### src/source/bnn_cfg.svh
`ifndef BNN_CFG_SVH
`define BNN_CFG_SVH

// Bits per activation and weight vector, a power of two
`define BNN_VEC_WIDTH 128

// Entries held in each bank of the parameter store
`define BNN_ENTRIES 8

// Pre-activation sum and threshold width
`define BNN_ACC_WIDTH 16

`endif

### src/source/bnn_pkg.sv
`include "bnn_cfg.svh"

`default_nettype none

package bnn_pkg;

	localparam int WORD_WIDTH = 32;
	localparam int VEC_WORDS = `BNN_VEC_WIDTH / WORD_WIDTH;
	localparam int COUNT_WIDTH = $clog2(`BNN_VEC_WIDTH) + 1;
	localparam int ADDR_WIDTH = $clog2(`BNN_ENTRIES);

	// Vector seen as 32-bit words, word 0 in the low bits
	typedef logic [VEC_WORDS-1:0][WORD_WIDTH-1:0] vec_t;

	// Match count, 0 up to the full vector width
	typedef logic [COUNT_WIDTH-1:0] count_t;

	typedef logic [`BNN_ACC_WIDTH-1:0] acc_t;

	typedef logic [ADDR_WIDTH-1:0] entry_addr_t;

	// Bank targeted by a write
	typedef enum logic [1:0] {
		SEL_ACT = 2'd0,
		SEL_WGT = 2'd1,
		SEL_THR = 2'd2
	} store_sel_t;

endpackage

`default_nettype wire

### src/source/bnn_neuron_top.sv
`include "bnn_cfg.svh"

`default_nettype none

module bnn_neuron_top (
	input  wire                      clk,
	input  wire                      rstn,

	// Parameter writes
	input  wire                      wr_en,
	input  bnn_pkg::store_sel_t      wr_sel,
	input  bnn_pkg::entry_addr_t     wr_addr,
	input  bnn_pkg::vec_t            wr_data,

	// Sample request
	input  wire                      sample,
	input  bnn_pkg::entry_addr_t     addr,

	input  wire                      acc_clear,

	output bnn_pkg::acc_t            pre_activation,
	output logic                     fire
);

	bnn_pkg::vec_t  act_q;
	bnn_pkg::vec_t  wgt_q;
	bnn_pkg::acc_t  thr_q;
	logic           fetch_valid;
	bnn_pkg::count_t count_q;
	logic           count_valid;

	// Operand fetch, edge k
	neuron_param_store i_param_store (
		.clk         (clk),
		.rstn        (rstn),
		.wr_en       (wr_en),
		.wr_sel      (wr_sel),
		.wr_addr     (wr_addr),
		.wr_data     (wr_data),
		.sample      (sample),
		.addr        (addr),
		.act_q       (act_q),
		.wgt_q       (wgt_q),
		.thr_q       (thr_q),
		.fetch_valid (fetch_valid)
	);

	// Match count, edge k+1
	xnor_popcount_tree #(
		.N (`BNN_VEC_WIDTH)
	) i_popcount_tree (
		.clk         (clk),
		.rstn        (rstn),
		.act         (act_q),
		.wgt         (wgt_q),
		.in_valid    (fetch_valid),
		.count_q     (count_q),
		.count_valid (count_valid)
	);

	// Accumulate and compare, edge k+2
	threshold_accumulator i_accumulator (
		.clk            (clk),
		.rstn           (rstn),
		.count          (count_q),
		.count_valid    (count_valid),
		.thr            (thr_q),
		.acc_clear      (acc_clear),
		.pre_activation (pre_activation),
		.fire           (fire)
	);

endmodule

`default_nettype wire

### src/source/neuron_param_store.sv
`include "bnn_cfg.svh"

`default_nettype none

module neuron_param_store (
	input  wire                      clk,
	input  wire                      rstn,

	// Write port, one bank per write
	input  wire                      wr_en,
	input  bnn_pkg::store_sel_t      wr_sel,
	input  bnn_pkg::entry_addr_t     wr_addr,
	input  bnn_pkg::vec_t            wr_data,

	// Sample port
	input  wire                      sample,
	input  bnn_pkg::entry_addr_t     addr,

	output bnn_pkg::vec_t            act_q,
	output bnn_pkg::vec_t            wgt_q,
	output bnn_pkg::acc_t            thr_q,
	output logic                     fetch_valid
);

	bnn_pkg::vec_t act_mem [`BNN_ENTRIES];
	bnn_pkg::vec_t wgt_mem [`BNN_ENTRIES];
	bnn_pkg::acc_t thr_mem [`BNN_ENTRIES];

	// Threshold lives in the low bits of word 0
	bnn_pkg::acc_t wr_thr;

	assign wr_thr = wr_data[0][`BNN_ACC_WIDTH-1:0];

	// Bank writes, no reset on the storage
	always_ff @(posedge clk) begin
		if (wr_en) begin
			case (wr_sel)
				bnn_pkg::SEL_ACT: begin
					act_mem[wr_addr] <= wr_data;
				end
				bnn_pkg::SEL_WGT: begin
					wgt_mem[wr_addr] <= wr_data;
				end
				bnn_pkg::SEL_THR: begin
					thr_mem[wr_addr] <= wr_thr;
				end
				default: begin
				end
			endcase
		end
	end

	// Registered read of all three banks
	// a write at the same edge is not yet visible here
	always_ff @(posedge clk) begin
		if (rstn) begin
			act_q <= '0;
			wgt_q <= '0;
			thr_q <= '0;
		end else if (sample) begin
			act_q <= act_mem[addr];
			wgt_q <= wgt_mem[addr];
			thr_q <= thr_mem[addr];
		end
	end

	// One-cycle strobe per sample
	always_ff @(posedge clk) begin
		if (rstn) begin
			fetch_valid <= 1'b0;
		end else begin
			fetch_valid <= sample;
		end
	end

endmodule

`default_nettype wire

### src/source/threshold_accumulator.sv
`default_nettype none

module threshold_accumulator (
	input  wire                      clk,
	input  wire                      rstn,

	input  bnn_pkg::count_t          count,
	input  wire                      count_valid,
	input  bnn_pkg::acc_t            thr,
	input  wire                      acc_clear,

	output bnn_pkg::acc_t            pre_activation,
	output logic                     fire
);

	// Threshold one stage late, in step with the count
	bnn_pkg::acc_t thr_d;
	// Threshold of the last accumulated entry
	bnn_pkg::acc_t thr_cap;
	bnn_pkg::acc_t acc_next;

	// Wraps modulo the accumulator width
	assign acc_next = pre_activation + bnn_pkg::acc_t'(count);

	always_ff @(posedge clk) begin
		if (rstn) begin
			thr_d <= '0;
		end else begin
			thr_d <= thr;
		end
	end

	// Clear wins over an arriving count
	always_ff @(posedge clk) begin
		if (rstn) begin
			pre_activation <= '0;
			thr_cap <= '0;
		end else if (acc_clear) begin
			pre_activation <= '0;
			thr_cap <= '0;
		end else if (count_valid) begin
			pre_activation <= acc_next;
			thr_cap <= thr_d;
		end
	end

	// Sum and threshold both come from registers, so fire changes only with them
	assign fire = pre_activation > thr_cap;

endmodule

`default_nettype wire

### src/source/xnor_popcount_tree.sv
`default_nettype none

module xnor_popcount_tree #(
	parameter int N = 128
) (
	input  wire                      clk,
	input  wire                      rstn,

	// Operand vectors, both N bits wide
	input  wire [N-1:0]              act,
	input  wire [N-1:0]              wgt,
	input  wire                      in_valid,

	// Number of matching bit positions, 0 to N
	output logic [$clog2(N):0]       count_q,
	output logic                     count_valid
);

	localparam int LEVELS = $clog2(N);

	if ((1 << LEVELS) != N) begin : g_width_check
		$error("xnor_popcount_tree needs N to be a power of two");
	end

	// One bit per position where activation and weight agree
	logic [N-1:0] match;

	assign match = act ~^ wgt;

	// Level lv holds N >> lv partial sums of lv + 1 bits each
	// level 0 is the match vector itself
	for (genvar lv = 0; lv <= LEVELS; lv++) begin : g_level
		logic [(N >> lv)-1:0][lv:0] part;

		if (lv == 0) begin : g_leaf
			assign part = match;
		end else begin : g_add
			for (genvar i = 0; i < (N >> lv); i++) begin : g_node
				// Pair of neighbours from the level above, one bit wider
				assign part[i] = g_level[lv-1].part[2*i] +
					g_level[lv-1].part[2*i+1];
			end
		end
	end

	// Root of the tree, the full match count
	logic [LEVELS:0] count_d;

	assign count_d = g_level[LEVELS].part[0];

	// Count register, loaded only for a valid fetch
	always_ff @(posedge clk) begin
		if (rstn) begin
			count_q <= '0;
		end else if (in_valid) begin
			count_q <= count_d;
		end
	end

	always_ff @(posedge clk) begin
		if (rstn) begin
			count_valid <= 1'b0;
		end else begin
			count_valid <= in_valid;
		end
	end

endmodule

`default_nettype wire

### config.mk
export PLATFORM = sky130hd
export DESIGN_NAME = bnn_neuron_top
export DESIGN_NICKNAME = d
export VERILOG_FILES = /design/src/source/bnn_pkg.sv /design/src/source/bnn_neuron_top.sv /design/src/source/neuron_param_store.sv /design/src/source/threshold_accumulator.sv /design/src/source/xnor_popcount_tree.sv
export VERILOG_INCLUDE_DIRS = /design/src /design/src/source
export SDC_FILE = /design/constraint.sdc
export NUM_CORES = 2
export LEC_CHECK = 0
export BUFFER_PORTS_ARGS = -buffer_cell sky130_fd_sc_hd__buf_2
export CORE_MARGIN = 2
export CORE_UTILIZATION = 46
export CTS_CLUSTER_SIZE = 40
export DETAILED_ROUTE_END_ITERATION = 16
export HOLD_SLACK_MARGIN = 0.03
export PLACE_DENSITY = 0.7
export SYNTH_ARGS = -nofsm -noshare
export SYNTH_HDL_FRONTEND = slang
export SYNTH_SLANG_ARGS = --single-unit
### constraint.sdc
create_clock -name clk -period 16.27 [get_ports clk]
set_input_delay 0.8135 -clock clk [delete_from_list [all_inputs] [get_ports clk]]
set_output_delay 0.8135 -clock clk [all_outputs]
set_load 0.05 [all_outputs]
# Word level (Yosys, flattened, before mapping)
# Memories as Yosys holds them, arrays and structs flattened. A register that Yosys moved wholly into a read port is not among the register bits.
# Index checks and enable logic that the tools add are counted.
dict set report op_classes {
  muxes 9
  eq_ne 2
  magnitude_cmp 1
  n_shift 0
  bitwise_logic 1
  reduce_logical 2
  div_mod_pow 0
  add_sub_neg 128
  multipliers 0
}
# operator n
set op_table {}
lappend op_table {{1-bit by 1-bit adder with 2-bit output} 64}
lappend op_table {{128-bit bitwise XNOR} 1}
lappend op_table {{2-bit by 2-bit adder with 3-bit output} 32}
lappend op_table {{3-bit by 3-bit adder with 4-bit output} 16}
lappend op_table {{4-bit by 4-bit adder with 5-bit output} 8}
lappend op_table {{5-bit by 5-bit adder with 6-bit output} 4}
lappend op_table {{16-bit by 8-bit adder with 16-bit output} 1}
lappend op_table {{16-bit > comparator} 1}
lappend op_table {{6-bit by 6-bit adder with 7-bit output} 2}
lappend op_table {{1-bit 2-to-1 mux} 9}
lappend op_table {{7-bit by 7-bit adder with 8-bit output} 1}
lappend op_table {{2-bit by 1-bit == test with 1-bit output, second input constant} 1}
lappend op_table {{2-bit == test, second input constant} 1}
lappend op_table {{2-bit zero test} 1}
lappend op_table {{2-bit OR reduction} 1}
dict set report word_totals {
  latchBits 0
  wordCells 152
  mem_count 3
  in_bits 141
  mem_bits_ro 0
  out_inout_bits 17
  ff_bits 58
  ramBits 2176
}
# name words word_bits read_ports rd_ports_with_merged_regs wr line
set memory_table {}
lappend memory_table {i_param_store.act_mem 8 128 1 1 1 neuron_param_store.sv:25} ;# bnn_pkg::vec_t act_mem [`BNN_ENTRIES];
lappend memory_table {i_param_store.wgt_mem 8 128 1 1 1 neuron_param_store.sv:26} ;# bnn_pkg::vec_t wgt_mem [`BNN_ENTRIES];
lappend memory_table {i_param_store.thr_mem 8 16 1 1 1 neuron_param_store.sv:27} ;# bnn_pkg::acc_t thr_mem [`BNN_ENTRIES];

# Depth between registers and ports, before layout
dict set report depth {
  depth_word 8
  mapped_depth 26
  depth_no_buf 26
}

# By module
# From an unflattened synthesis, not the netlist that was laid out.
dict set report hier_totals {
  cells_unflattened 5947
  hier_area_um2 99289.0
}
# module seq_area_each_um2 area_each_um2 cells_per_inst instances
set modules_own_cells {}
lappend modules_own_cells {neuron_param_store 70807.9 92195.9 5240 1}
lappend modules_own_cells {xnor_popcount_tree 180.2 4670.7 441 1}
lappend modules_own_cells {threshold_accumulator 960.9 2422.3 266 1}

# Worst setup path before layout
# OpenSTA, ideal clock, no wires.
dict set report synth_path {
  path_type {input -> register}
  startpoint {input wr_sel[0]}
  endpoint {memory i_param_store.act_mem[0][0] (netlist name) (enable)}
  t_arrival_ps 6772
  required_time_ps 15653
  path_stages 3
  n_path_buf 1
  setup_time_ps 617
  setup_slack_ps 8881
  path_cell_list {or3b_2 > clkbuf_1 > nor2_1}
}
dict set report synth_between {
  elab_chain_len 4
}
# element line
set synth_rtl {}
lappend synth_rtl {{start: declaration} bnn_neuron_top.sv:11} ;# input bnn_pkg::store_sel_t wr_sel,
lappend synth_rtl {{2-bit zero test} neuron_param_store.sv:37} ;# case (wr_sel)
lappend synth_rtl {{1-bit 2-to-1 mux} neuron_param_store.sv:37}
lappend synth_rtl {{1-bit 2-to-1 mux} neuron_param_store.sv:36} ;# if (wr_en) begin
lappend synth_rtl {{1-bit 2-to-1 mux (implied by the code)} neuron_param_store.sv:39} ;# act_mem[wr_addr] <= wr_data;
lappend synth_rtl {{end: declaration} neuron_param_store.sv:25}
# Every way passes these cells.

# Worst setup path in the final report
dict set report layout_path {
  startpoint {register i_param_store.wgt_q[105] (netlist name), read port of i_param_store.wgt_mem}
  endpoint {register i_popcount_tree.count_q[4]}
}
dict set report layout_between {
  elab_chain_len 8
}
# element line
set layout_rtl {}
lappend layout_rtl {{start: declaration} neuron_param_store.sv:20} ;# output bnn_pkg::vec_t wgt_q,
lappend layout_rtl {{128-bit bitwise XNOR} xnor_popcount_tree.sv:28} ;# assign match = act ~^ wgt;
lappend layout_rtl {{1-bit by 1-bit adder with 2-bit output} xnor_popcount_tree.sv:40} ;# assign part[i] = g_level[lv-1].part[2*i] +
lappend layout_rtl {{2-bit by 2-bit adder with 3-bit output} xnor_popcount_tree.sv:40}
lappend layout_rtl {{3-bit by 3-bit adder with 4-bit output} xnor_popcount_tree.sv:40}
lappend layout_rtl {{4-bit by 4-bit adder with 5-bit output} xnor_popcount_tree.sv:40}
lappend layout_rtl {{5-bit by 5-bit adder with 6-bit output} xnor_popcount_tree.sv:40}
lappend layout_rtl {{6-bit by 6-bit adder with 7-bit output} xnor_popcount_tree.sv:40}
lappend layout_rtl {{7-bit by 7-bit adder with 8-bit output} xnor_popcount_tree.sv:40}
lappend layout_rtl {{end signal: assignment} xnor_popcount_tree.sv:56} ;# count_q <= count_d;
lappend layout_rtl {{end: declaration} xnor_popcount_tree.sv:15} ;# output logic [$clog2(N):0] count_q,
# Every way passes these cells.
# A chain may end at the register's enable or synchronous reset.

==> key figures <==
Timing
  – Setup WS post-layout: 8690 ps
  – Worst-Margin Slew: 1160 ps
  – Min Hold Slack: 307 ps
  – Final setup vio count: 0
  – Final period util: 0.466
  – Final hold viol count: 0
  – Slew Limit Fails: 0
  – Clk_skew: 63.7 ps
  – RSZ-0062 raised after global routing: false
  – Fmax: 132 MHz
  – Relative slew margins: 0.228
  – Setup TNS: 0 ps
  – Min Tclk post-route: 7580 ps

Yosys
  – Seq/Total Area, Yosys: 0.739
  – Top-count cell post-synth: edfxtp_1
  – FF+latch count, synth: 2,506
  – Post-Synthesis Cells: 4,771
  – Synth area leaders: edfxtp_1 67%, mux4_2 13%, dfxtp_1 6.8%
  – Yosys top cell by area: edfxtp_1
  – Share of the synthesized area in the top cell type: 0.671
  – Ys Warns: 0
  – Synth Net Count: 5,077
  – Commonest cells post-synth: 2,176 x edfxtp_1, 544 x mux4_2, 336 x nor2_1
  – Post-synth EDFFs: 2,176
  – Post-synthesis cell type count: 55
  – Avg Synthesized Cell Area: 20.4 µm²
  – Asr flop ratio synth: 0
  – Cell Area, Synth: 97,300 µm²
  – Synth Flop Type: edfxtp_1

Pwr
  – Tot Pwr: 24.4 mW
  – Leakage power: 35.9 nW
  – PD cells: 223 nW/µm²
  – Peak supply drop: 2220 µV

Global route
  – Total track usage: 0.198
  – Vias in the first global route: 47,000
  – Largest net degree at the start of global routing: 130
  – First-pass GRT wire length: 316,000 µm
  – GRT overflow: 0
  – Antenna violations before repair: 58

Worst setup path
  – Worst Path Required: 16,950 ps
  – CP Class: flop to flop
  – Startpoint types: flop
  – Crit end category: flop
  – Critical Path AT: 8260 ps
  – Worst-path maximum fanout: 3

Placement
  – Post-place setup slack: 8690 ps
  – Placed Area: 101,000 µm²
  – Dpl hpwl: 113,000 µm
  – Dpl cells: 7,558
  – Final GP Congestion: 0.771
  – IO Port Bufs: 157

Drt
  – Routed WL: 213,000 µm
  – Final ANT Viol Nets: 0
  – Number of remaining DRC errors: 0
  – Pre-antenna DRT Iters: 5
  – DRT iter0 DRCs: 4,536
  – Detailed-route via count: 46,200
  – Via-to-Cell Ratio: 5.76
  – DR WL/cell: 26.6 µm

Run status
  – Outcome: finished, final reports clean

Clock tree
  – Clock transition at path regs: 60 ps
  – Root Buffer: clkbuf_16
  – CTS-repair resized insts: 0
  – Cts hold-fix bufs: 0
  – Clk_lat worst skew: 880 ps
  – CTS buffer count: 238
  – CTS tree: done
  – Clock tree buffer depth: 3
  – H-tree levels: 4
  – Clk sink count: 2,506
  – # Post-CTS Setup Buffers: 0

Cells and area
  – Cell Count, Final, Fillers Out: 8,029
  – Fin area: 109,000 µm²
  – Final core occ: 0.520
  – Layout cells sized above 1: 0.223
  – Fill cells: 16,200
  – Area Growth Syn to Fin: 12.2%
  – Nets@finish: 5,299

Die
  – Initial Utilization: 0.463
  – # rows: 168
  – Die Ht: 464 µm
  – Core Area: 210,000 µm²
  – Die Wd: 464 µm
  – Die ar.: 215,000 µm²
  – Ports: 158

Hold path
  – Worst Hold Class: input pin to flop

Job
  – Max_cap viols: 0
[worst max-delay path, stage by stage (launching register included)]
cell	delay, ps
dfxtp_1	320
xnor2_1	230
fa_1	460
fa_1	570
inv_1	70
fa_1	500
inv_1	60
fa_1	540
inv_1	100
fa_1	550
fa_1	530
inv_1	60
fa_1	490
fa_1	490
inv_1	50
fa_1	480
inv_1	50
fa_1	490
ha_1	210
inv_1	80
fa_1	460
nor2b_1	130
o21ai_0	130
nand2b_1	120
xnor2_1	120
o22ai_1	90
[logic make-up (layout without fill, tap and decap cells)]
family / count (synthesis) / in the layout / share of synthesized area
mux: 839 / 839 / 0.156
other cells: 0 / 16 / 0
xor+xnor: 135 / 135 / 0.0122
buf+inv: 376 / 813 / 0.0191
flops: 2506 / 2506 / 0.739
fa+ha+maj: 165 / 165 / 0.0302
compound gates: 334 / 334 / 0.0250
simple gates: 416 / 416 / 0.0179
[cell usage in the layout (no fill, tap or decap), types with 70 or more instances in the layout]
| cell | n |
|---|---|
| mux4_2 | 544 |
| mux2i_1 | 295 |
| buf_2 | 152 |
| inv_1 | 120 |
| clkbuf_16 | 242 |
| dfxtp_1 | 330 |
| edfxtp_1 | 2176 |
| nor2_1 | 320 |
| fa_1 | 116 |
| xnor2_1 | 70 |
| a211oi_1 | 277 |
[flip-flops by register name (all words and copies together), names as in the netlist]
| signal | flops |
|---|---|
| i_param_store.thr_mem | 128 |
| i_popcount_tree.count_valid | 1 |
| i_param_store.act_mem | 1024 |
| i_param_store.wgt_q | 128 |
| i_popcount_tree.count_q | 8 |
| i_accumulator.pre_activation | 16 |
| i_param_store.act_q | 128 |
| i_param_store.wgt_mem | 1024 |
| i_accumulator.thr_cap | 16 |
| i_param_store.fetch_valid | 1 |
| i_param_store.thr_q | 16 |
| i_accumulator.thr_d | 16 |
[report_power, final]
group	switching, mW	total, mW	internal, mW
Combinational	6.30	11.6	5.30
Sequential	0.0599	7.19	7.13
Clock	2.39	5.57	3.18
[area by class of cell]
cell class | instances | area [µm²] | area share
diodes | 16 | 40.0 | 0.000367
clock buffers | 344 | 6810 | 0.0624
clock inverters | 111 | 1200 | 0.0110
inverters | 121 | 454 | 0.00416
multi-input cells | 1889 | 23600 | 0.216
flip-flops and latches | 2506 | 71900 | 0.659
well taps | 2805 | 3510 | 0.0321
repair buffers | 237 | 1570 | 0.0144
[metal layers]
layer / global-route usage / vias up / share of wire
li1: - / 19600 / -
met1: 0.278 / 24700 / 0.42
met2: 0.321 / 1488 / 0.49
met3: 0.0431 / 349 / 0.074
met4: 0.0424 / 56 / 0.020
met5: 0 / - / 0.0016
[final timing paths]
check | cells after the start | endpoint | slack (ps) | start
max | 25 | i_popcount_tree.count_q[4] | 8690 | i_param_store.wgt_q[105]
min | 1 | i_param_store.wgt_mem[7][54] | 310 | wr_data[54]
max reg2reg | 25 | i_popcount_tree.count_q[4] | 8690 | i_param_store.wgt_q[105]
min reg2reg | 1 | i_accumulator.thr_d[0] | 460 | i_param_store.thr_q[0]
Note: power is estimated with default switching activity, not from simulation.
